### src/rtl/datapath_pkg.sv
package datapath_pkg;

    localparam int WORD_BITS = 32;

    typedef logic [WORD_BITS-1:0] word_t;
    typedef logic [3:0] reg_idx_t;

    // opcodes follow the instruction set numbering
    typedef enum logic [4:0] {
        ALU_ADD  = 5'd3,
        ALU_SUB  = 5'd4,
        ALU_AND  = 5'd5,
        ALU_OR   = 5'd6,
        ALU_SHR  = 5'd7,
        ALU_SHRA = 5'd8,
        ALU_SHL  = 5'd9,
        ALU_ROR  = 5'd10,
        ALU_ROL  = 5'd11,
        ALU_MUL  = 5'd15,
        ALU_DIV  = 5'd16,
        ALU_NEG  = 5'd17,
        ALU_NOT  = 5'd18
    } alu_op_t;

    // three-register format
    typedef struct packed {
        logic [4:0] opcode;
        reg_idx_t   ra;
        reg_idx_t   rb;
        reg_idx_t   rc;
        logic [14:0] unused;
    } r_form_t;

    // c2 overlays rb in the branch and immediate format
    typedef struct packed {
        logic [4:0]  opcode;
        reg_idx_t    ra;
        logic [3:0]  c2;
        logic [18:0] imm;
    } b_form_t;

    typedef union packed {
        r_form_t r_form;
        b_form_t b_form;
    } instr_u;

    typedef struct packed {
        logic r_out;
        logic ba_out;
        logic hi_out;
        logic lo_out;
        logic zhigh_out;
        logic zlow_out;
        logic pc_out;
        logic mdr_out;
        logic in_port_out;
        logic c_out;
    } bus_src_t;

    typedef struct packed {
        bus_src_t src;
        logic     gra;
        logic     grb;
        logic     grc;
        logic     r_in;
        logic     hi_en;
        logic     lo_en;
        logic     y_en;
        logic     z_en;
        logic     pc_en;
        logic     inc_pc;
        logic     ir_en;
        logic     mar_en;
        logic     mdr_en;
        logic     read;
        logic     write;
        logic     con_in;
        logic     out_port_en;
        alu_op_t  op;
    } ctrl_t;

endpackage

### src/rtl/select_encode.sv
`timescale 1ns/10ps

module select_encode (
    input  datapath_pkg::instr_u ir,
    input  logic                 gra,
    input  logic                 grb,
    input  logic                 grc,
    input  logic                 r_in,
    input  logic                 r_out,
    input  logic                 ba_out,
    output logic [15:0]          r_en,
    output logic [15:0]          r_sel_out,
    output datapath_pkg::word_t  c_sext
);

    datapath_pkg::reg_idx_t sel;
    logic [15:0]            dec;

    // ra has priority over rb and rc
    always_comb begin
        sel = '0;
        if (gra) begin
            sel = ir.r_form.ra;
        end else if (grb) begin
            sel = ir.r_form.rb;
        end else if (grc) begin
            sel = ir.r_form.rc;
        end
    end

    // no field selected means no register touched
    assign dec = (gra | grb | grc) ? (16'd1 << sel) : 16'd0;

    assign r_en      = r_in ? dec : 16'd0;
    assign r_sel_out = (r_out | ba_out) ? dec : 16'd0;

    // 19-bit immediate to a full word
    assign c_sext = {{13{ir.b_form.imm[18]}}, ir.b_form.imm};

endmodule

### config.mk
export PLATFORM = sky130hd
export DESIGN_NAME = select_encode
export DESIGN_NICKNAME = d
export VERILOG_FILES = /design/src/rtl/datapath_pkg.sv /design/src/rtl/select_encode.sv
export SDC_FILE = /design/constraint.sdc
export NUM_CORES = 1
export LEC_CHECK = 0
export BUFFER_PORTS_ARGS = -buffer_cell sky130_fd_sc_hd__buf_2
export CAP_MARGIN = 20
export CORE_MARGIN = 5
export CORE_UTILIZATION = 29
export DETAILED_ROUTE_END_ITERATION = 16
export GPL_TIMING_DRIVEN = 0
export PLACE_DENSITY = 0.81
export RECOVER_POWER = 100
export SLEW_MARGIN = 10
export SYNTH_ARGS = -nofsm -noshare
export SYNTH_HDL_FRONTEND = slang
export SYNTH_SLANG_ARGS = --single-unit
### constraint.sdc
create_clock -name vclk -period 0.8
set_input_delay 0 -clock vclk [all_inputs]
set_output_delay 0 -clock vclk [all_outputs]
set_load 0.02 [all_outputs]
==> results.yml <==
timing:
  max_freq_mhz: 846
  finalSetupViolCount: 32
  maxSlewHeadroom_pct: 62.7
  finalCritPeriodShare_pct: 148
  fin_tns_setup_ns: -10.55
  tightestPinTransition_ns: 0.557
  report.final.slew_viol_count: 0
  hold_violations: 0
  rsz0062_at_grt: "yes"
  setup_ws_ns: -0.382
  finalWorstPathRequiredPeriod_ns: 1.18
worst_setup_path:
  worst-endpoint-arrival_ns: 1.18
  worstSetupEndpointType: "output pin"
  timing_worst_setup_path_type: "primary input to output pin"
  crit_fanout: 6
  critical_path_required_ns: 0.80
  timing.critical_path.from_type: "primary input"
drt:
  first_iter_violations: 21
  wl_met1_microns: 1160
  route.antenna.remaining_nets: 0
  routed_wl_microns: 3090
  post_drt_via_cell_ratio: 4.51
  wl_per_cell_microns: 13.1
  metal3_wl_microns: 368
  met2WireLength_microns: 1560
  drcViolationCount: 0
  routed.top_layer: "met3"
  vias: 1068
  drt_pass1_iterations: 3
floorplanning:
  floorplan.die_area_sq_um: 3580
  dieHeight_microns: 59.9
  fp.dieW_microns: 59.9
  core.rowCount: 18
  total_core_area_sq_um: 2430
  io_pins: 102
  initial_cell_density_of_the_core_pct: 29.6
synth:
  instance_count_of_the_mapped_netlist: 114
  ys.warnings.count: 0
  netlist_area_sq_um: 721
  syn-num-nets: 152
  syn-mean-instance-area_sq_um: 6.32
  synth_seq_area_share_pct: 0
  post_synth_num_cell_types: 25
placed_design:
  place.detailed.hpwl_microns: 2160
  finalWeightedCongestion: 0.772
  numPortBuffers: 82
  setup_slack_after_placement_ns: -0.433
  dpl_cell_area_sq_um: 1240
finish:
  design.seq.count: 0
  final_core_utilization_pct: 65.5
  register_area_sq_um: 0
  nNetsFinal: 247
  flow.area_growth_from_synthesis_pct: 121
  layout_cell_share_with_drive_strength_beyond_1_pct: 68.6
  n_antenna_cell: 0
  clock_buffer_instance_count_of_the_final_layout: 0
  layout.cells.most_common_list: "51 x sky130_fd_sc_hd__buf_4, 31 x sky130_fd_sc_hd__clkbuf_1, 27 x sky130_fd_sc_hd__buf_2"
  layout.cell_area.non_filler_sq_um: 1590
  layout.cells.most_common: "sky130_fd_sc_hd__buf_4"
global_route:
  grt_usage_pct: 13.3
  grt_first_pass_wirelength_microns: 3880
  grt.overflow.total: 0
  grt_start_max_net_pins: 17
  vias_in_the_first_global_route: 934
  antenna_found_initial: 0
run_status:
  outcome: "complete, but fails checks"
  failed_checks: "negative setup slack"
run:
  max-cap-violations: 0
power_and_ir_drop:
  cellPowerDensity_nw_per_um2: 669
  vdd_drop_max_uv: 356
  leakagePower_uw: 0.000736
hold_path:
  timing.hold.worst_path_depth: 2
  hold_path.class: "primary input to output pin"
-- critical path, cell delays in order --
cell and delay [ns]:
sky130_fd_sc_hd__buf_8 0.11, sky130_fd_sc_hd__buf_6 0.13, sky130_fd_sc_hd__buf_6 0.12, sky130_fd_sc_hd__o31a_4 0.39
sky130_fd_sc_hd__nand2_2 0.19, sky130_fd_sc_hd__nor2_1 0.07, sky130_fd_sc_hd__buf_4 0.16
-- report_power, final --
part / internal [uW] / switching [uW] / leakage, uW
logic: 460 / 606 / 0.000736
clock network: 0 / 0 / 0
registers: 0 / 0 / 0
-- final cells by class --
type | instances | area, sq um
tap | 30 | 37.5
multi-input combinational | 79 | 684
timing repair buffer | 93 | 601
buffer | 34 | 267
fill | 220 | 840
inverter | 1 | 3.75
-- metrics by stage --
step                      std cells  hold WS, ns  total power [uW]
after floorplan                 114        0.113               595
after global placement          226        0.219               829
after detailed placement        226        0.219               836
after CTS                       231        0.219               931
after global routing            237        0.267              1140
final                           237        0.260              1070
-- Yosys cell counts --
library cell / n / area (sq um)
sky130_fd_sc_hd__a21oi_1: 4 / 20.0
sky130_fd_sc_hd__a21oi_2: 1 / 8.76
sky130_fd_sc_hd__a21oi_4: 2 / 32.5
sky130_fd_sc_hd__a22o_2: 1 / 10.0
sky130_fd_sc_hd__a22oi_2: 1 / 12.5
sky130_fd_sc_hd__a32o_1: 2 / 20.0
sky130_fd_sc_hd__and2b_1: 1 / 7.51
sky130_fd_sc_hd__buf_4: 32 / 240
sky130_fd_sc_hd__buf_6: 2 / 22.5
sky130_fd_sc_hd__inv_1: 1 / 3.75
sky130_fd_sc_hd__nand2_1: 15 / 56.3
sky130_fd_sc_hd__nand2b_1: 2 / 12.5
sky130_fd_sc_hd__nand3_1: 2 / 10.0
sky130_fd_sc_hd__nand3b_1: 5 / 37.5
sky130_fd_sc_hd__nand3b_4: 1 / 20.0
sky130_fd_sc_hd__nand4b_1: 1 / 8.76
sky130_fd_sc_hd__nor2_1: 29 / 109
sky130_fd_sc_hd__nor2b_1: 4 / 25.0
sky130_fd_sc_hd__nor3_1: 2 / 10.0
sky130_fd_sc_hd__nor3b_1: 1 / 7.51
sky130_fd_sc_hd__nor4_1: 1 / 6.26
sky130_fd_sc_hd__nor4_2: 1 / 12.5
sky130_fd_sc_hd__o2111a_1: 1 / 11.3
sky130_fd_sc_hd__o31a_2: 1 / 10.0
sky130_fd_sc_hd__or2_2: 1 / 6.26
-- kinds of logic (layout without fill, tap and decap cells) --
family | count (synthesis) | in the layout | synth area share (%)
simple gates | 66 | 66 | 45.7
buf+inv | 35 | 128 | 37.0
compound gates | 13 | 13 | 17.4
-- final timing paths --
check | start | end | slack, ns
setup / recovery | gra | r_en[7] | -0.38
hold / removal | ir[0] | c_sext[0] | 0.26
-- what timing repair did --
item,in CTS,in global routing
hold buffers,0,0
cloned,0,1
setup endpoints to repair,32,32
pin swaps,20,21
buffers inserted,5,5
resized for setup,38,44
-- layer usage --
metal / vias up / global-route usage, %
li1: 534 / -
met1: 472 / 17.1
met2: 62 / 23.9
met3: 0 / 2.81
met4: 0 / 0
met5: - / 0
Note: power is estimated with default switching activity, not from simulation.
