<file path="config.mk">
export PLATFORM = sky130hd
export DESIGN_NAME = bus_mux
export DESIGN_NICKNAME = d
export VERILOG_FILES = /design/src/rtl/datapath_pkg.sv /design/src/rtl/bus_mux.sv
export SDC_FILE = /design/constraint.sdc
export NUM_CORES = 1
export LEC_CHECK = 0
export ABC_AREA = 1
export BUFFER_PORTS_ARGS = -buffer_cell sky130_fd_sc_hd__buf_2
export CELL_PAD_IN_SITES_DETAIL_PLACEMENT = 1
export CELL_PAD_IN_SITES_GLOBAL_PLACEMENT = 1
export CORE_AREA = 2 2 326 328
export DETAILED_ROUTE_END_ITERATION = 7
export DIE_AREA = 0 0 328 330
export PLACE_DENSITY = 0.39
export SYNTH_ARGS = -nofsm -noshare
export SYNTH_HDL_FRONTEND = slang
export SYNTH_SLANG_ARGS = --single-unit
</file>
<file path="constraint.sdc">
create_clock -name vclk -period 2.35
set_input_delay 0.235 -clock vclk [all_inputs]
set_output_delay 0.235 -clock vclk [all_outputs]
set_load 0.005 [all_outputs]
</file>
<file path="src/rtl/datapath_pkg.sv">
package datapath_pkg;

    localparam int WORD_BITS = 32;

    typedef logic [WORD_BITS-1:0] word_t;
    typedef logic [3:0] reg_idx_t;

    // opcodes follow the instruction set numbering
    typedef enum logic [4:0] {
        ALU_ADD  = 5'd3,
        ALU_SUB  = 5'd4,
        ALU_AND  = 5'd5,
        ALU_OR   = 5'd6,
        ALU_SHR  = 5'd7,
        ALU_SHRA = 5'd8,
        ALU_SHL  = 5'd9,
        ALU_ROR  = 5'd10,
        ALU_ROL  = 5'd11,
        ALU_MUL  = 5'd15,
        ALU_DIV  = 5'd16,
        ALU_NEG  = 5'd17,
        ALU_NOT  = 5'd18
    } alu_op_t;

    // three-register format
    typedef struct packed {
        logic [4:0] opcode;
        reg_idx_t   ra;
        reg_idx_t   rb;
        reg_idx_t   rc;
        logic [14:0] unused;
    } r_form_t;

    // c2 overlays rb in the branch and immediate format
    typedef struct packed {
        logic [4:0]  opcode;
        reg_idx_t    ra;
        logic [3:0]  c2;
        logic [18:0] imm;
    } b_form_t;

    typedef union packed {
        r_form_t r_form;
        b_form_t b_form;
    } instr_u;

    typedef struct packed {
        logic r_out;
        logic ba_out;
        logic hi_out;
        logic lo_out;
        logic zhigh_out;
        logic zlow_out;
        logic pc_out;
        logic mdr_out;
        logic in_port_out;
        logic c_out;
    } bus_src_t;

    typedef struct packed {
        bus_src_t src;
        logic     gra;
        logic     grb;
        logic     grc;
        logic     r_in;
        logic     hi_en;
        logic     lo_en;
        logic     y_en;
        logic     z_en;
        logic     pc_en;
        logic     inc_pc;
        logic     ir_en;
        logic     mar_en;
        logic     mdr_en;
        logic     read;
        logic     write;
        logic     con_in;
        logic     out_port_en;
        alu_op_t  op;
    } ctrl_t;

endpackage

</file>
<file path="src/rtl/bus_mux.sv">
`timescale 1ns/10ps

module bus_mux (
    input  datapath_pkg::bus_src_t src,
    input  logic [15:0]            r_sel_out,
    input  datapath_pkg::word_t    r_data [16],
    input  datapath_pkg::word_t    hi,
    input  datapath_pkg::word_t    lo,
    input  datapath_pkg::word_t    zhigh,
    input  datapath_pkg::word_t    zlow,
    input  datapath_pkg::word_t    pc,
    input  datapath_pkg::word_t    mdr,
    input  datapath_pkg::word_t    in_port,
    input  datapath_pkg::word_t    c_sext,
    output datapath_pkg::word_t    bus
);

    // codes 0 to 15 pick a general register
    localparam logic [4:0] SEL_HI      = 5'd16;
    localparam logic [4:0] SEL_LO      = 5'd17;
    localparam logic [4:0] SEL_ZHIGH   = 5'd18;
    localparam logic [4:0] SEL_ZLOW    = 5'd19;
    localparam logic [4:0] SEL_PC      = 5'd20;
    localparam logic [4:0] SEL_MDR     = 5'd21;
    localparam logic [4:0] SEL_IN_PORT = 5'd22;
    localparam logic [4:0] SEL_C       = 5'd23;
    localparam logic [4:0] SEL_NONE    = 5'd31;

    logic [4:0] sel;

    // later hits override, so lowest priority goes first
    always_comb begin
        sel = SEL_NONE;
        for (int i = 0; i < 16; i++) begin
            if (r_sel_out[i]) begin
                sel = 5'(i);
            end
        end
        if (src.hi_out)      sel = SEL_HI;
        if (src.lo_out)      sel = SEL_LO;
        if (src.zhigh_out)   sel = SEL_ZHIGH;
        if (src.zlow_out)    sel = SEL_ZLOW;
        if (src.pc_out)      sel = SEL_PC;
        if (src.mdr_out)     sel = SEL_MDR;
        if (src.in_port_out) sel = SEL_IN_PORT;
        if (src.c_out)       sel = SEL_C;
    end

    always_comb begin
        if (sel < 5'd16) begin
            bus = r_data[sel[3:0]];
        end else begin
            case (sel)
                SEL_HI:      bus = hi;
                SEL_LO:      bus = lo;
                SEL_ZHIGH:   bus = zhigh;
                SEL_ZLOW:    bus = zlow;
                SEL_PC:      bus = pc;
                SEL_MDR:     bus = mdr;
                SEL_IN_PORT: bus = in_port;
                SEL_C:       bus = c_sext;
                default:     bus = '0;
            endcase
        end
    end

endmodule

</file>
==> impl_metrics.tcl <==
set metrics [dict create \
    outcome "finished, violations left" \
    violations "negative setup slack" \
    grt_pass1_wl_um 135000 \
    syn-cell-area_um2 8120 \
    fin_crit_ns 3.29 \
    drt_drc_violations_left 0 \
    design.seq.count 0 \
    crit_top_cell "nand2_1" \
    gp_congestion 0.890 \
    dieArea_um2 108000 \
    yosysSeqAreaShare_pct 0 \
    cp_max_fo 7 \
    synth_xor_area_share_pct 0 \
    worst_ep_arrival_time_ns 3.06 \
    globalRouteTotalUtil_pct 17.8 \
    worst_path_largest_cell_delay_ns 0.16 \
    hold_viol 0 \
    setup.worst_path.start "r_sel_out[1]" \
    io_buffers 824 \
    avgRoutedWirePerCell_um 24.7 \
    initial_core_util_pct 7.76 \
    rsz0062_at_grt "yes" \
    synthMuxAreaShare_pct 0 \
    drt_pass1_iterations 5 \
    die_w_um 328 \
    grt_start_max_net_pins 34 \
    routed_via_density 3.97 \
    synth_compound_area_share_pct 6.51 \
    die_h_um 330 \
    final_cell_mix "buf_2 (814), nand2_1 (410), nand3_1 (367)" \
    finalWorstSetupSlack_ns -0.940 \
    nNetsFinal 3533 \
    yosysTopAreaCell "nand3_1" \
    dr_total_vias 16500 \
    synthAdderAreaFrac_pct 0 \
    seqCellArea_um2 0 \
    mostFrequentLayoutCell "buf_2" \
    finalCritPeriodShare_pct 140 \
    core_um2 105000 \
    drt-initial-drc-count 816 \
    tns_ns -27.65 \
    crit_slowest_cell "buf_16" \
    routed_wl_um 103000 \
    synthTopCellsByArea "nand3_1 (27%), nand2_1 (24%), nand4_1 (15%), inv_1 (8.7%), nor2_1 (7.9%)" \
    hold_class "in -> out" \
    clkbuf_count 0 \
    end_kind "output port" \
    max-slew-margin-rel_pct 59.8 \
    yosysWarnings 0 \
    drive_gt1_share_pct 50.6 \
    synthSimpleGateAreaFrac_pct 75.6 \
    setup_viol 32 \
    worst_pin_slew_ns 0.603 \
    critPathLaunchType "primary input" \
    min_from "zhigh[6]" \
    synth_top_area_share_pct 27.0 \
    max_cap_viol_count 0 \
    synth_top_family_by_area "simple AND/OR/NAND/NOR gates" \
    grt_pass1_vias 17400 \
    ioPinCount 826 \
    yosysUniqueCellTypes 27 \
    nFillCells 13200 \
    rows 119 \
    powerDensity_nw_per_um2 183 \
    final_max_slew_viol_count 0 \
    required_ns 2.12 \
    grt_overflow 0 \
    antenna_found_initial 48 \
    p_leak_nw 9.71 \
    syn_nets 2559 \
    syn_inst 1765 \
    vdd_drop_max_v 0.0000492 \
    syn_avg_cell_area_um2 4.60 \
    postRouteAntennaNets 0 \
    crit_type "in -> out" \
    dp_hpwl_um 86600 \
    fmax_ghz 0.304 \
    area_delta_synth_final_pct 127 \
    total_power_w 0.00338 \
]
==> Yosys cell counts, types with 4 or more instances <==
library cell  count
inv_1           189
nand2_1         515
nand2_4           4
buf_2            52
nand4_1         200
nor2_1          172
clkbuf_1         81
a22oi_1          63
buf_1            13
nand3_1         439
buf_4            14
==> final cells by class <==
cell class / instances / area (µm²) / area share (%)
antenna: 25 / 62.6 / 0.339
inverter: 193 / 739 / 4.01
multi-input combinational: 1412 / 7810 / 42.3
tap: 1391 / 1740 / 9.43
timing repair buffer: 1132 / 8090 / 43.9
==> metrics by stage <==
stage | instance area (µm²) | worst slack, ns | hold slack (ns) | instances | util (%)
6_report | 18400 | -0.940 | 0.849 | 4153 | 17.6
4_1_cts | 17900 | -1.00 | 0.855 | 4121 | 17.1
5_1_grt | 18400 | -1.30 | 0.875 | 4142 | 17.6
2_1_floorplan | 8230 | -0.0213 | 0.643 | 1765 | -
3_3_place_gp | 16200 | -1.76 | 0.847 | 4072 | 15.5
3_5_place_dp | 16200 | -1.61 | 0.858 | 4072 | 15.5
==> metal layers <==
layer  global-route usage [%]  vias up  routed length (µm)
met2                     31.7      602               50700
li1                         -     7933                   -
met1                     22.7     7800               44200
met5                        0        -                 202
met3                     2.82      104                5620
met4                     2.94       32                1970
==> timing repair <==
| item | CTS | global route |
|---|---|---|
| setup buffers | 38 | 8 |
| cloned | 13 | 2 |
| pin swaps | 46 | 26 |
| gates resized for setup | 239 | 121 |
| setup endpoints to repair | 32 | 32 |
| hold buffers | 0 | 0 |
| endpoints found under the hold margin | 0 | 0 |
==> final timing paths <==
path | depth (start not counted) | to | slack, ns
hold / removal | 6 | bus[6] | 0.85
setup / recovery | 36 | bus[20] | -0.94
==> cell families after synthesis <==
| group | count (synthesis) |
|---|---|
| buf+inv | 354 |
| compound gates | 71 |
| simple gates | 1340 |
==> power breakdown <==
part	internal [W]	leakage, nW	total (W)	switching [W]
Clock	0.00000000138	0.000162	0.00000000138	0
Sequential	0	0	0	0
Combinational	0.00155	9.71	0.00338	0.00183
==> worst max-delay path, delay by kind of cell <==
family | cells | cell delay [ns]
buffers and inverters | 8 | 0.98
and+or+nand+nor | 28 | 1.80
No activity file was read; power rests on OpenSTA's default activity.
