--- config.mk ---
export PLATFORM = sky130hd
export DESIGN_NAME = register_file
export DESIGN_NICKNAME = d
export VERILOG_FILES = /design/src/rtl/datapath_pkg.sv /design/src/rtl/register_file.sv
export SDC_FILE = /design/constraint.sdc
export NUM_CORES = 1
export LEC_CHECK = 0
export BUFFER_PORTS_ARGS = -buffer_cell sky130_fd_sc_hd__buf_2
export CORE_AREA = 2 2 226 228
export DETAILED_ROUTE_END_ITERATION = 16
export DIE_AREA = 0 0 228 230
export MAX_ROUTING_LAYER = met4
export PLACE_DENSITY = 0.76
export SLEW_MARGIN = 20
export SYNTH_ARGS = -nofsm -noshare
export SYNTH_HDL_FRONTEND = slang
export SYNTH_SLANG_ARGS = --single-unit
--- constraint.sdc ---
create_clock -name clk -period 3.45 [get_ports clk]
set_input_delay 0.8625 -clock clk [delete_from_list [all_inputs] [get_ports clk]]
set_output_delay 0.8625 -clock clk [all_outputs]
set_load 0.005 [all_outputs]
--- src/rtl/datapath_pkg.sv ---
package datapath_pkg;

    localparam int WORD_BITS = 32;

    typedef logic [WORD_BITS-1:0] word_t;
    typedef logic [3:0] reg_idx_t;

    // opcodes follow the instruction set numbering
    typedef enum logic [4:0] {
        ALU_ADD  = 5'd3,
        ALU_SUB  = 5'd4,
        ALU_AND  = 5'd5,
        ALU_OR   = 5'd6,
        ALU_SHR  = 5'd7,
        ALU_SHRA = 5'd8,
        ALU_SHL  = 5'd9,
        ALU_ROR  = 5'd10,
        ALU_ROL  = 5'd11,
        ALU_MUL  = 5'd15,
        ALU_DIV  = 5'd16,
        ALU_NEG  = 5'd17,
        ALU_NOT  = 5'd18
    } alu_op_t;

    // three-register format
    typedef struct packed {
        logic [4:0] opcode;
        reg_idx_t   ra;
        reg_idx_t   rb;
        reg_idx_t   rc;
        logic [14:0] unused;
    } r_form_t;

    // c2 overlays rb in the branch and immediate format
    typedef struct packed {
        logic [4:0]  opcode;
        reg_idx_t    ra;
        logic [3:0]  c2;
        logic [18:0] imm;
    } b_form_t;

    typedef union packed {
        r_form_t r_form;
        b_form_t b_form;
    } instr_u;

    typedef struct packed {
        logic r_out;
        logic ba_out;
        logic hi_out;
        logic lo_out;
        logic zhigh_out;
        logic zlow_out;
        logic pc_out;
        logic mdr_out;
        logic in_port_out;
        logic c_out;
    } bus_src_t;

    typedef struct packed {
        bus_src_t src;
        logic     gra;
        logic     grb;
        logic     grc;
        logic     r_in;
        logic     hi_en;
        logic     lo_en;
        logic     y_en;
        logic     z_en;
        logic     pc_en;
        logic     inc_pc;
        logic     ir_en;
        logic     mar_en;
        logic     mdr_en;
        logic     read;
        logic     write;
        logic     con_in;
        logic     out_port_en;
        alu_op_t  op;
    } ctrl_t;

endpackage

--- src/rtl/register_file.sv ---
`timescale 1ns/10ps

module register_file (
    input  logic                clk,
    input  logic                reset,
    input  datapath_pkg::word_t bus,
    input  logic [15:0]         r_en,
    input  logic [15:0]         r_out,
    input  logic                ba_out,
    output datapath_pkg::word_t r_data [16]
);

    datapath_pkg::word_t regs [16];

    always_ff @(posedge clk) begin
        for (int i = 0; i < 16; i++) begin
            if (reset) begin
                regs[i] <= '0;
            end else if (r_en[i]) begin
                regs[i] <= bus;
            end
        end
    end

    // only strobed registers present a value
    always_comb begin
        for (int i = 0; i < 16; i++) begin
            r_data[i] = r_out[i] ? regs[i] : '0;
        end
        // R0 acts as a zero base for base-plus-offset
        if (ba_out) begin
            r_data[0] = '0;
        end
    end

endmodule

==> results <==
- Setup violations remaining at the end of the flow were counted as 0.
- The net count of the finished layout is 2278.
- Summing every instance area after synthesis gives 0.02402 mm^2.
- Of all cell types, the one taking the most synthesized area is edfxtp_1.
- The largest registers in the layout are regs (512).
- The proportion of register bits with asynchronous set or reset after synthesis is 0.
- The transition time at the pin with the least slew margin is 0.9043 ns.
- The total number of vias is 16.44k.
- The internal power of the cells is 11.01 mW.
- The count of hold buffers inserted by post-cts repair is 0.
- During synthesis, Yosys emitted a total of 0 warnings.
- TritonCTS built the clock tree.
- In the finished design, the share of the clock period the worst path needs comes to 0.7439.
- The portion of total power attributed to combinational logic is 0.108.
- The highest metal layer used by the detailed router is met4.
- The most instantiated flip-flop cell in the synthesis netlist is edfxtp_1.
- The endpoint arrival time on the critical path is 1.70 ns.
- The tool flagged a number of max-cap violations equal to 0.
- The detailed router put a total of 28640 um of wire on met1.
- The longest individual stage delay on the worst path is 0.45 ns.
- Sorting the synthesized cells by how often they occur yields and3b_1, edfxtp_1, and2_1.
- The overall die area is 0.05244 mm^2.
- Of the total power, the share spent switching nets is 0.2408.
- Post-CTS repair changed the size of 0 cells.
- In the detailed route, the total length drawn on met3 is 7143 um.
- Synthesis produced 1741 cells.
- Timing would allow up to 389.7 MHz.
- Entering global routing, the biggest net connects 106 pins.
- The initial antenna violation count is 13.
- The most repeated library cell on the critical path is buf_2.
- The die boundary height is 230 um.
- The leading cell type by number of instances after synthesis is and3b_1.
- Walking the worst path, the cells encountered are buf_2, and2_1, buf_2.
- The number of unique standard cell types used by synthesis is 7.
- The width of the die is 228 um.
- Sorting the synthesized cells by area gives the leading types as edfxtp_1, and3b_1, and2_1.
- The peak supply drop is 0.0003595 V.
- The deepest clock path buffer count is 3.
- Of the cells placed in the final design, the portion with a size suffix greater than 1 is 0.3067.
- The via count of the first global-routing pass is 15.96k.
- STA classifies the critical path startpoint as a primary input.
- The placeable core region is 0.04986 mm^2.
- Across every metal layer, demand over resource in global routing totals 0.2939.
- The clock network power share is 0.373.
- At the end of routability-driven placement, the weighted congestion stood at 0.8631.
- STA classifies the critical path endpoint as an output port.
- The number of hold violations in the final report is 0.
- The count of buffers inserted at the top-level ports is 578.
- Setup repair after global routing left no endpoint under its margin.
- The maximum fanout encountered on the critical timing path is 32.
- The critical path is of the in -> out type.
- The violation count after the first detailed-route iteration is 1456.
- Data on the critical path is required at its endpoint by 2.59 ns.
- The number of top-level pins is 579.
- The root buffer cell chosen for the clock tree is clkbuf_16.
- The flow ran to the end, and the final reports show no timing, DRC or antenna violations.
- The sequential share of power is 0.519.
- The flip-flop count of the largest register, all copies and words added is 512.
- The total wire length after detailed routing is 76900 um.
- The number of slew-limit violations in the final report is 0.
- The number of DRC violations after detailed routing is 0.
- The worst hold path was traced through 2 stages.
- The tree built by TritonCTS fans out to 512 sinks.
- The leakage component of the power is 14.51 nW.
- Wire segments on met2 add up to 38320 um in the final route.
- The area growth from synthesis to layout is 20.02%.
- The synthesized area per cell is 13.80 um^2.
- regs holds more flip-flops than any other register.
- The share of synthesized area in the top cell type comes to 0.6400.
- The ratio of routed vias to standard cells is 5.608.
- The number of nets with antenna violations after detailed routing is 0.
- CTS built an H-tree with a depth of 2.
- The effective utilization at floorplan is 0.4818.
- The flop and latch count out of synthesis is 512.
- The areal power density over the cells is 502.9 mW/mm^2.
- The path with the worst hold slack has its endpoint at regs[0][35].
- The detail-routed net length per standard cell is 26.23 um.
- For this run, the detailed router's first-pass iteration total came to 6.
- The worst hold-check path type is in -> reg.
- The sequential element share of the synthesized area is 0.6400.
- Setup slack closes at 0.8837 ns.
- The worst pin sits at a relative slew slack of 0.3971.
- The sum of negative setup slack is 0 ns.
- The first global-routing pass estimated 108900 um of wire.
- The site row count is 82.
- In this design, the largest share of critical-path delay is due to buffers and inverters.
- The total overflow left after global routing is 0.
- After layout, the minimum clock period comes to 2.566 ns.
- The origin of the worst min-delay path is r_en[1].
- The number of clock buffers added by TritonCTS is 53.
- The net switching power is 3.492 mW.
- Summed over all nets, the half-perimeter wirelength after detailed placement is 48140 um.
- Post-CTS timing repair inserted 0 buffers for setup.
- Clock-pin slew was measured on the worst setup and hold paths at 0.06 ns.
- Counting both buffers and inverters, the worst setup path holds a total of 2.
- Final hold analysis gives a worst-case slack of 0.6752 ns.
- The number of synthesized flops with an enable pin is 512.
- The cell type of the slowest stage on the worst timing path is buf_2.
- Timing analysis after detailed placement gives a worst setup slack of 0.8562 ns.
- The total nets after synthesis is 1808.
worst max-delay path by stage:
stage | startpoint | endpoint | slack [ns] | cells past startpoint
CTS | r_out[11] | r_data[158] | 0.87 | 3
floorplan | ba_out | r_data[481] | 1.35 | 2
global placement | r_out[11] | r_data[158] | 0.86 | 3
global route | r_out[14] | r_data[48] | 0.84 | 3
finish | r_out[14] | r_data[48] | 0.88 | 3
detailed placement | reset | regs[1][242] | 0.86 | 3
per-stage QoR:
step                power, mW  cells  area (um^2)  utilization
global route            14.91   2926        28820       0.5779
detailed placement      9.210   2828        27210       0.5456
global placement        9.168   2828        27210       0.5456
CTS                     14.54   2925        28820       0.5779
floorplan               8.356   1741        24020            -
finish                  14.50   2932        28830       0.5782
cell families after synthesis:
group / share of synthesized area
flip-flops: 0.6400
AND/OR/NAND/NOR: 0.3275
buffers and inverters: 0.03250
power by group through the flow:
stage / registers, mW / logic, mW / clock network, mW
floorplan: 7.57 / 0.785 / 0
global placement: 7.64 / 1.53 / 0
detailed placement: 7.65 / 1.56 / 0
CTS: 7.53 / 1.56 / 5.45
global route: 7.57 / 1.67 / 5.67
finish: 7.53 / 1.57 / 5.40
metal layers:
metal,global-route usage,vias to the layer above
li1,-,7135
met1,0.3547,8253
met2,0.4840,888
met3,0.06622,168
met4,0.1119,0
met5,-,-
area by class of cell:
| type | instances | area (um^2) |
|---|---|---|
| clock buffer | 64 | 1389 |
| clock inverter | 33 | 220.2 |
| fill | 3987 | 21030 |
| tap | 672 | 840.8 |
| antenna | 7 | 17.52 |
| multi-input combinational | 1040 | 7868 |
| sequential | 512 | 15370 |
| timing repair buffer | 604 | 3123 |
cells in the final DEF (no fill, tap or decap):
cell	netlist	layout
bufinv_16	0	2
clkinv_8	0	1
clkinv_4	0	1
clkbuf_1	132	10
edfxtp_1	512	512
buf_4	0	24
buf_2	54	577
and3b_1	544	544
and2_1	480	480
clkinvlp_4	0	4
clkbuf_16	0	54
or2_2	16	16
diode_2	0	7
clkinv_2	0	9
buf_8	0	1
clkinv_1	0	16
buf_12	0	2
(Power assumes the default switching activity.)
