`config.mk`:
```
export PLATFORM = sky130hd
export DESIGN_NAME = con_ff
export DESIGN_NICKNAME = d
export VERILOG_FILES = /design/src/rtl/datapath_pkg.sv /design/src/rtl/con_ff.sv
export SDC_FILE = /design/constraint.sdc
export NUM_CORES = 1
export LEC_CHECK = 0
export BUFFER_PORTS_ARGS = -buffer_cell sky130_fd_sc_hd__buf_2
export CAP_MARGIN = 20
export CORE_AREA = 8 8 45 47
export CTS_CLUSTER_SIZE = 20
export DETAILED_ROUTE_END_ITERATION = 16
export DIE_AREA = 0 0 53 55
export GPL_ROUTABILITY_DRIVEN = 0
export PLACE_DENSITY = 0.64
export SLEW_MARGIN = 25
export SYNTH_ARGS = -nofsm -noshare
export SYNTH_HDL_FRONTEND = slang
export SYNTH_SLANG_ARGS = --single-unit
```
`constraint.sdc`:
```
create_clock -name clk -period 1.35 [get_ports clk]
set_input_delay 0.0675 -clock clk [delete_from_list [all_inputs] [get_ports clk]]
set_output_delay 0.0675 -clock clk [all_outputs]
set_load 0.02 [all_outputs]
```
`src/rtl/datapath_pkg.sv`:
```
package datapath_pkg;

    localparam int WORD_BITS = 32;

    typedef logic [WORD_BITS-1:0] word_t;
    typedef logic [3:0] reg_idx_t;

    // opcodes follow the instruction set numbering
    typedef enum logic [4:0] {
        ALU_ADD  = 5'd3,
        ALU_SUB  = 5'd4,
        ALU_AND  = 5'd5,
        ALU_OR   = 5'd6,
        ALU_SHR  = 5'd7,
        ALU_SHRA = 5'd8,
        ALU_SHL  = 5'd9,
        ALU_ROR  = 5'd10,
        ALU_ROL  = 5'd11,
        ALU_MUL  = 5'd15,
        ALU_DIV  = 5'd16,
        ALU_NEG  = 5'd17,
        ALU_NOT  = 5'd18
    } alu_op_t;

    // three-register format
    typedef struct packed {
        logic [4:0] opcode;
        reg_idx_t   ra;
        reg_idx_t   rb;
        reg_idx_t   rc;
        logic [14:0] unused;
    } r_form_t;

    // c2 overlays rb in the branch and immediate format
    typedef struct packed {
        logic [4:0]  opcode;
        reg_idx_t    ra;
        logic [3:0]  c2;
        logic [18:0] imm;
    } b_form_t;

    typedef union packed {
        r_form_t r_form;
        b_form_t b_form;
    } instr_u;

    typedef struct packed {
        logic r_out;
        logic ba_out;
        logic hi_out;
        logic lo_out;
        logic zhigh_out;
        logic zlow_out;
        logic pc_out;
        logic mdr_out;
        logic in_port_out;
        logic c_out;
    } bus_src_t;

    typedef struct packed {
        bus_src_t src;
        logic     gra;
        logic     grb;
        logic     grc;
        logic     r_in;
        logic     hi_en;
        logic     lo_en;
        logic     y_en;
        logic     z_en;
        logic     pc_en;
        logic     inc_pc;
        logic     ir_en;
        logic     mar_en;
        logic     mdr_en;
        logic     read;
        logic     write;
        logic     con_in;
        logic     out_port_en;
        alu_op_t  op;
    } ctrl_t;

endpackage

```
`src/rtl/con_ff.sv`:
```
`timescale 1ns/10ps

module con_ff (
    input  logic                 clk,
    input  logic                 reset,
    input  datapath_pkg::instr_u ir,
    input  datapath_pkg::word_t  bus,
    input  logic                 con_in,
    output logic                 con
);

    logic cond;

    // branch if zero, nonzero, positive, negative
    always_comb begin
        case (ir.b_form.c2[1:0])
            2'd0:    cond = (bus == '0);
            2'd1:    cond = (bus != '0);
            2'd2:    cond = (bus != '0) && !bus[31];
            default: cond = bus[31];
        endcase
    end

    always_ff @(posedge clk) begin
        if (reset) begin
            con <= 1'b0;
        end else if (con_in) begin
            con <= cond;
        end
    end

endmodule

```
==> results.md, run 1 <==
- Synth warn: 0
- # hold bufs at CTS: 0
- # diodes: 0
- Slew margin rel.: 83.4%
- Count leader, synth: nor4_1
- Top FF cell, synth: dfxtp_1
- Synthesized cell area: 159 µm²
- WL/cell: around 12 µm
- Placed Cells: 73
- Fin Clk Skew: 0 ns
- Crit. End Element: flop
- R2r startpoint: con
- Max Fclk: 852 MHz
- Tot GR Track Use: under 10%
- Critical Path RT: approximately 1.2 ns
- GRT met1 Usage: under 10%
- Final non-filler cell area: ~360 µm²
- CP Class: in -> reg
- Std-Cell Core Area: around 0.0014 mm²
- Reg2Reg Depth: 3
- Die ar.: between 0.002 and 0.003 mm²
- P&R area growth vs syn: 129%
- Fill cells: 160
- Post-synthesis cell count: 20
- Actual slew at the worst max-slew pin: about 0.25 ns
- GR Overflow Total: 0
- Biggest register: con
- Ys async rst share: 0%
- Status: finished, final reports clean
- Drt drc: 0
- Pleak: between 0.15 and 0.2 nW
- Post-CTS setup buffers: 0
- Chip height: around 55 µm
- Post-synth top cells: nor4_1 (5), nor4_2 (3), nand4_1 (2), nor2_1 (2)
- Yosys reg bits: 1
- Layout cell share with drive strength beyond 1: between 70% and 80%
- Placed Area: between 300 and 400 µm²
- Vias in the first global route: around 350
- Grt peak-use layer: met2
- Synth top area cells: nor4_2 (24%), nor4_1 (20%), dfxtp_1 (13%)
- Sequential fraction of the synthesis area: between 10 and 15%
- Period utilisation layout: slightly below 90%
- Die width: 53 µm
- Max-Cap Viols: 0
- DR vias/cell: about 4.4
- Unrepaired setup endpoints after global routing: false
- CP Data Arrival Time: 1.05 ns
- Initial antenna violation count: 0
- Critical Path Source: bus[25]
- Synth area leader: nor4_2
- Crit path capture: con
- Pwr per Cell Area: roughly 310 mW/mm²
- Non-filler instance count after layout: 73
- Row count: 14
- Syn nets: 87
- Synth top area share: about a quarter
- Grt met2 use: between 10% and 20%
- Crit-path cells: buf_2 -> nor4_1 -> nand4_1 -> nor2_1 -> mux2_2
- Number of DRC violations after detailed-routing iteration 0: 1
- Number of flip-flops in the largest register: 1
- Worst Setup Start Kind: input port
- Yosys cell types: 12
- # port buffers: 37
- Worst-Skew Late Latency: 0 ns
- Initial core utilization: ~11%
- Peak supply drop: between 0.15 and 0.2 mV
- First-pass GRT wire length: about 1.4 mm
- Slowest CP cell: mux2_2
- Top flop regs: con (1)
- Post-Route WL: 890 µm
- Vias: between 300 and 400
- EDFF count, synth: 0
- Final slew viol count: 0
- Storage cell area: between 20 and 25 µm²
- FF-to-FF End: con
- Grt met3 use: roughly 1.9%
- Final hold vios: 0
- CP peak stage delay: approximately 0.34 ns
- Post-route ant nets: 0
- Min-delay worst type: in -> reg
- Final setup viols: 0
- Post-CTS Resized: 0
- Reg2reg setup slack: 0.44 ns
- Multi-input logic area: about 140 µm²
- Mean Syn Cell Area: roughly 7.9 µm²
- IO Count: 68
- Hold Startpoint: con_in
- Final min period: 1.17 ns
- Setup TNS: 0 ns
- First-pass DRT Iterations: 2
- Worst-path fanout max: 1
- Largest net degree at the start of global routing: 4
- Clock transition at the registers of the reported paths: 0 ns
- Nets: around 130
==> final cells by class <==
type | instances | area share [%]
Multi-Input combinational cell | 19 | 38.1
Tap cell | 16 | 5.50
Sequential cell | 1 | 5.50
Timing Repair Buffer | 37 | 50.9
==> worst min-delay path by stage <==
stage / to / slack (ns) / cells past startpoint
after floorplan: con / 0.33 / 2
after global placement: con / 0.46 / 4
after detailed placement: con / 0.48 / 3
after CTS: con / 0.48 / 3
after global routing: con / 0.49 / 3
final: con / 0.48 / 3
==> placed cells by master, fill, tap and decap left out, drive strengths merged <==
cell / count
nand4: 2
a31oi: 1
nor2b: 1
o21ai: 1
nor2: 2
mux2: 1
nor4: 8
buf: 37
xnor2: 1
dfxtp: 1
o21bai: 1
a21oi: 1
==> worst max-delay path, delay by kind of cell <==
| kind | cells | cell delay, ns |
|---|---|---|
| AND/OR/NAND/NOR | 3 | 0.54 |
| multiplexers | 1 | 0.34 |
| buffers and inverters | 1 | 0.10 |
==> cell families (layout without fill, tap and decap cells) <==
| logic type | count (synthesis) | count (layout) | synth area share (%) |
|---|---|---|---|
| xor+xnor | 1 | 1 | 5.51 |
| simple gates | 13 | 13 | 59.8 |
| mux | 1 | 1 | 7.09 |
| buf+inv | 0 | 37 | 0 |
| compound gates | 4 | 4 | 15.0 |
| flops | 1 | 1 | 12.6 |
==> per-stage QoR <==
step / power [mW] / hold slack [ns] / worst slack [ns] / utilization, %
2_1_floorplan: 0.0535 / 0.326 / 0.373 / -
3_3_place_gp: 0.112 / 0.464 / 0.139 / 26.3
3_5_place_dp: 0.115 / 0.481 / 0.154 / 26.3
4_1_cts: 0.115 / 0.484 / 0.154 / 26.3
5_1_grt: 0.122 / 0.495 / 0.0697 / 26.3
6_report: 0.115 / 0.482 / 0.177 / 26.3
==> per-layer routing <==
metal,part of all wire (%),vias to the layer above
li1,-,161
met1,35,138
met2,49,20
met3,16,0
met4,0,0
met5,0,-
==> report_power, final <==
part	total [mW]	switching [mW]	leakage, nW	internal [mW]
Combinational	0.0808	0.0314	0.170	0.0494
Clock	0	0	0	0
Sequential	0.0338	0.00117	0.00832	0.0326
Total	0.115	0.0325	0.179	0.0820
Power figures use the tool's default switching activity.
==> inputs of run 2 (changes only) <==
- MAX_ROUTING_LAYER: unset -> met4
==> run 2 against run 1 <==
Against the previous run:
- sequential power about the same
- largest cell class unchanged
- largest power group unchanged
- core utilization unchanged
- combinational power about the same
==> results.md, run 2 (same netlist as run 1, synthesis figures left out) <==
- P&R area growth vs syn: 129% (unchanged)
- Worst path bufs/invs: 1 (unchanged)
- Fin Hold WS: 0.482 ns (about the same)
- Post-Route WL: 890 µm (unchanged)
- Setup TNS: 0 ns (unchanged)
- Min-delay worst type: in -> reg (unchanged)
- First-pass DRT Iterations: 2 (unchanged)
- Biggest register: con (unchanged)
- Final setup viols: 0 (unchanged)
- # port buffers: 37 (unchanged)
- Fin Clk Skew: 0 ns (unchanged)
- Fill cells: 160 (unchanged)
- Max Fclk: 852 MHz (about the same)
- Initial antenna violation count: 0 (unchanged)
- Actual slew at the worst max-slew pin: 0.247 ns (unchanged)
- Final min period: 1.17 ns (about the same)
- Drt drc: 0 (unchanged)
- Worst-Skew Late Latency: 0 ns (about the same)
- First-pass GRT wire length: 1.41 mm (unchanged)
- Critical Path RT: 1.23 ns (about the same)
- Leading cell types in the layout, fill and taps excluded: buf_2 (37), nor4_1 (5), nor4_2 (3) (unchanged)
- Number of DRC violations after detailed-routing iteration 0: 1 (unchanged)
- Largest net degree at the start of global routing: 4 (unchanged)
- Total Power: 0.115 mW (unchanged)
- Layout cell share with drive strength beyond 1: 71.9% (unchanged)
- Die ar.: 0.00292 mm² (unchanged)
- Slowest CP cell: mux2_2 (unchanged)
- Clock Power Share: 0% (about the same)
- GR Overflow Total: 0 (unchanged)
- Commonest non-fill, non-tap cell in the layout: buf_2 (unchanged)
- Vias in the first global route: 353 (unchanged)
- Final hold vios: 0 (unchanged)
- Die width: 53 µm (unchanged)
- Number of flip-flops in the largest register: 1 (unchanged)
- Max-Cap Viols: 0 (unchanged)
- # diodes: 0 (unchanged)
- Vias: 319 (unchanged)
- # hold bufs at CTS: 0 (unchanged)
- Delay-heaviest family, CP: simple AND/OR/NAND/NOR gates (unchanged)
- Std-Cell Core Area: 0.00138 mm² (unchanged)
- Clock transition at the registers of the reported paths: 0 ns (about the same)
- Initial core utilization: 11.5% (unchanged)
- Sw Pwr: 0.0325 mW (unchanged)
- Int Pwr: 0.0820 mW (about the same)
- Switching Share: 28.4% (unchanged)
- Post-CTS Resized: 0 (unchanged)
- Chip height: 55 µm (unchanged)
- Post-route ant nets: 0 (unchanged)
- Peak supply drop: 0.171 mV (about the same)
- Nets: 126 (unchanged)
- Worst Setup Start Kind: input port (unchanged)
- CP Class: in -> reg (unchanged)
- Pwr per Cell Area: 315 mW/mm² (unchanged)
- DR vias/cell: 4.37 (unchanged)
- Row count: 14 (unchanged)
- Seq pwr share: 29.5% (about the same)
- Top flop regs: con (1) (unchanged)
- WL/cell: 12.2 µm (unchanged)
- Tot GR Track Use: 6.01% (was 5.83%)
- Crit. End Element: flop (unchanged)
- Period utilisation layout: 86.9% (about the same)
- Status: finished, final reports clean (unchanged)
- Comb pwr share: 70.5% (about the same)
- IO Count: 68 (unchanged)
- Unrepaired setup endpoints after global routing: false (unchanged)
- Crit-path cells: buf_2 -> nor4_1 -> nand4_1 -> nor2_1 -> mux2_2 (unchanged)
- Pleak: 0.179 nW (unchanged)
- Worst-path fanout max: 1 (unchanged)
- Final slew viol count: 0 (unchanged)
- Slew margin rel.: 83.4% (unchanged)
- CP Data Arrival Time: 1.05 ns (about the same)
- Post-CTS setup buffers: 0 (unchanged)
- CP peak stage delay: 0.34 ns (about the same)
==> run 2: cell counts in the layout (fill, tap and decap cells not counted) <==
No cell type changed its count.
==> run 2: routing by layer <==
| layer | GRT usage [%] | share of wire, % | vias to the layer above |
|---|---|---|---|
| li1 | - | - | 161 |
| met1 | 6.64 | 36 | 138 |
| met2 | 11.1 | 49 | 20 |
| met3 | 1.60 | 15 | 0 |
| met4 | 0 | 0 | 0 |
| met5 | - | 0 | - |
==> run 2: final cells by class <==
type | instances | area (µm²) | share of cell area [%]
Timing Repair Buffer | 37 | 185 | 50.9
Tap cell | 16 | 20.0 | 5.50
Sequential cell | 1 | 20.0 | 5.50
Multi-Input combinational cell | 19 | 139 | 38.1
==> run 2: tightest hold or removal path, cell delays in order <==
cell,delay [ns]
buf_2,0.11
a21oi_1,0.12
mux2_2,0.15
==> run 2: power groups by stage <==
stage | Clock (mW) | Combinational (mW) | Sequential (mW)
final | 0 | 0.0808 | 0.0338
after global routing | 0 | 0.0885 | 0.0339
after CTS | 0 | 0.0816 | 0.0337
after detailed placement | 0 | 0.0812 | 0.0336
after global placement | 0 | 0.0787 | 0.0336
after floorplan | 0 | 0.0169 | 0.0366
==> run 2: worst paths after layout <==
kind | slack [ns] | endpoint | cells past startpoint | from
max | 0.18 | con | 5 | bus[25]
min | 0.48 | con | 3 | con_in
max reg2reg | 0.44 | con | 3 | con
min reg2reg | 0.68 | con | 3 | con
==> run 2: metrics by stage <==
step                      setup slack (ns)  utilization, %  cell area [µm²]  cells
after floorplan                      0.373               -              159     20
after global placement               0.139            26.3              364     73
after detailed placement             0.154            26.3              364     73
after CTS                            0.154            26.3              364     73
after global routing                0.0697            26.3              364     73
final                                0.177            26.3              364     73
==> inputs of run 3 (changes only) <==
- CELL_PAD_IN_SITES_DETAIL_PLACEMENT: unset -> 1
- CELL_PAD_IN_SITES_GLOBAL_PLACEMENT: unset -> 1
- CORE_AREA: 8 8 45 47 -> unset
- CORE_MARGIN: unset -> 8
- CORE_UTILIZATION: unset -> 10
- DIE_AREA: 0 0 53 55 -> unset
- PLACE_DENSITY: 0.64 -> 0.95
- SLEW_MARGIN: 25 -> 0
==> run 3 against run 2 <==
Against the previous run:
- wire length is 21% higher
- fmax is 0.94% lower
- die area is 7.0% higher
==> results.md, run 3 (same netlist as run 1, synthesis figures left out) <==
- DR vias/cell: 4.32 (was 4.37)
- Min-delay worst type: in -> reg (unchanged)
- # hold bufs at CTS: 0 (unchanged)
- Chip height: 55.9 µm (was 55 µm)
- Final slew viol count: 0 (unchanged)
- Drt drc: 0 (unchanged)
- Number of DRC violations after detailed-routing iteration 0: 1 (unchanged)
- Largest net degree at the start of global routing: 4 (unchanged)
- Number of flip-flops in the largest register: 1 (unchanged)
- GRT met1 Usage: 5.89% (was 6.64%)
- Initial core utilization: 10.5% (was 11.5%)
- Pwr per Cell Area: 316 mW/mm² (was 315 mW/mm²)
- Final setup viols: 0 (unchanged)
- Total Power: 0.115 mW (about the same)
- Commonest non-fill, non-tap cell in the layout: buf_2 (unchanged)
- Post-route ant nets: 0 (unchanged)
- Leading cell types in the layout, fill and taps excluded: buf_2 (37), nor4_1 (5), nor4_2 (3) (unchanged)
- Grt met3 use: 1.60% (about the same)
- IO Count: 68 (unchanged)
- P&R area growth vs syn: 129% (unchanged)
- Status: finished, final reports clean (unchanged)
- Slew margin rel.: 82.6% (was 83.4%)
- CP Class: in -> reg (unchanged)
- Crit. End Element: flop (unchanged)
- Row count: 14 (unchanged)
- Fin Hold WS: 0.465 ns (was 0.482 ns)
- Worst-Skew Late Latency: 0 ns (about the same)
- CP Data Arrival Time: 1.06 ns (was 1.05 ns)
- Post-place setup slack: 0.136 ns (was 0.154 ns)
- First-pass GRT wire length: 1.65 mm (was 1.41 mm)
- Peak supply drop: 0.180 mV (was 0.171 mV)
- Vias: 315 (was 319)
- Setup WS post-layout: 0.166 ns (was 0.177 ns)
- Die width: 55.9 µm (was 53 µm)
- Grt met2 use: 13.0% (was 11.1%)
- Max-Cap Viols: 0 (unchanged)
- Max Fclk: 844 MHz (was 852 MHz)
- Layout cell share with drive strength beyond 1: 71.9% (unchanged)
- Core occupancy in the finished layout: 24.2% (was 26.3%)
- # port buffers: 37 (unchanged)
- Worst-path fanout max: 1 (unchanged)
- # diodes: 0 (unchanged)
- Grt peak-use layer: met2 (unchanged)
- Clock transition at the registers of the reported paths: 0 ns (about the same)
- Storage cell area: 20.0 µm² (unchanged)
- Pleak: 0.179 nW (unchanged)
- Tot GR Track Use: 6.28% (was 6.01%)
- Biggest register: con (unchanged)
- Nets: 126 (unchanged)
- Unrepaired setup endpoints after global routing: false (unchanged)
- Actual slew at the worst max-slew pin: 0.259 ns (was 0.247 ns)
- Reg2reg setup slack: 0.43 ns (was 0.44 ns)
- Worst Setup Start Kind: input port (unchanged)
- Die ar.: 0.00312 mm² (was 0.00292 mm²)
- First-pass DRT Iterations: 2 (unchanged)
- Vias in the first global route: 350 (was 353)
- Final min period: 1.18 ns (was 1.17 ns)
- Std-Cell Core Area: 0.00151 mm² (was 0.00138 mm²)
- Final hold vios: 0 (unchanged)
- Fill cells: 202 (was 160)
- Top flop regs: con (1) (unchanged)
- Critical Path RT: 1.23 ns (about the same)
- Post-Route WL: 1.08 mm (was 890 µm)
- Post-CTS Resized: 0 (unchanged)
- GR Overflow Total: 0 (unchanged)
- WL/cell: 14.8 µm (was 12.2 µm)
- Post-CTS setup buffers: 0 (unchanged)
- Initial antenna violation count: 0 (unchanged)
- Multi-input logic area: 139 µm² (unchanged)
- Period utilisation layout: 87.7% (was 86.9%)
- Fin Clk Skew: 0 ns (unchanged)
- Setup TNS: 0 ns (unchanged)
## run 3: final cells by class
type	count	area share, %
Multi-Input combinational cell	19	38.1
Sequential cell	1	5.50
Tap cell	16	5.50
Timing Repair Buffer	37	50.9
## run 3: per-stage QoR
stage          std cells  area (µm²)
2_1_floorplan         20         159
3_3_place_gp          73         364
3_5_place_dp          73         364
4_1_cts               73         364
5_1_grt               73         364
6_report              73         364
## run 3: metal layers
layer	wire length, µm	up-vias	part of all wire [%]
met2	616	18	57
met5	0	-	0
met1	369	137	34
met3	91	0	8.4
li1	-	160	-
met4	0	0	0
## run 3: power by group
part / switching [mW] / total (mW) / internal, mW
Clock: 0 / 0 / 0
Sequential: 0.000973 / 0.0335 / 0.0326
Combinational: 0.0322 / 0.0816 / 0.0494
## run 3: worst paths after layout
kind                            end  cells past startpoint    from
worst max-delay path            con                      5  bus[9]
worst min-delay path            con                      3  con_in
worst max register to register  con                      3     con
worst min register to register  con                      3     con
## run 3: critical path, cell delays in order
cell,delay [ns]
buf_2,0.10
nor4_1,0.29
nand4_1,0.14
nor2_1,0.13
mux2_2,0.34
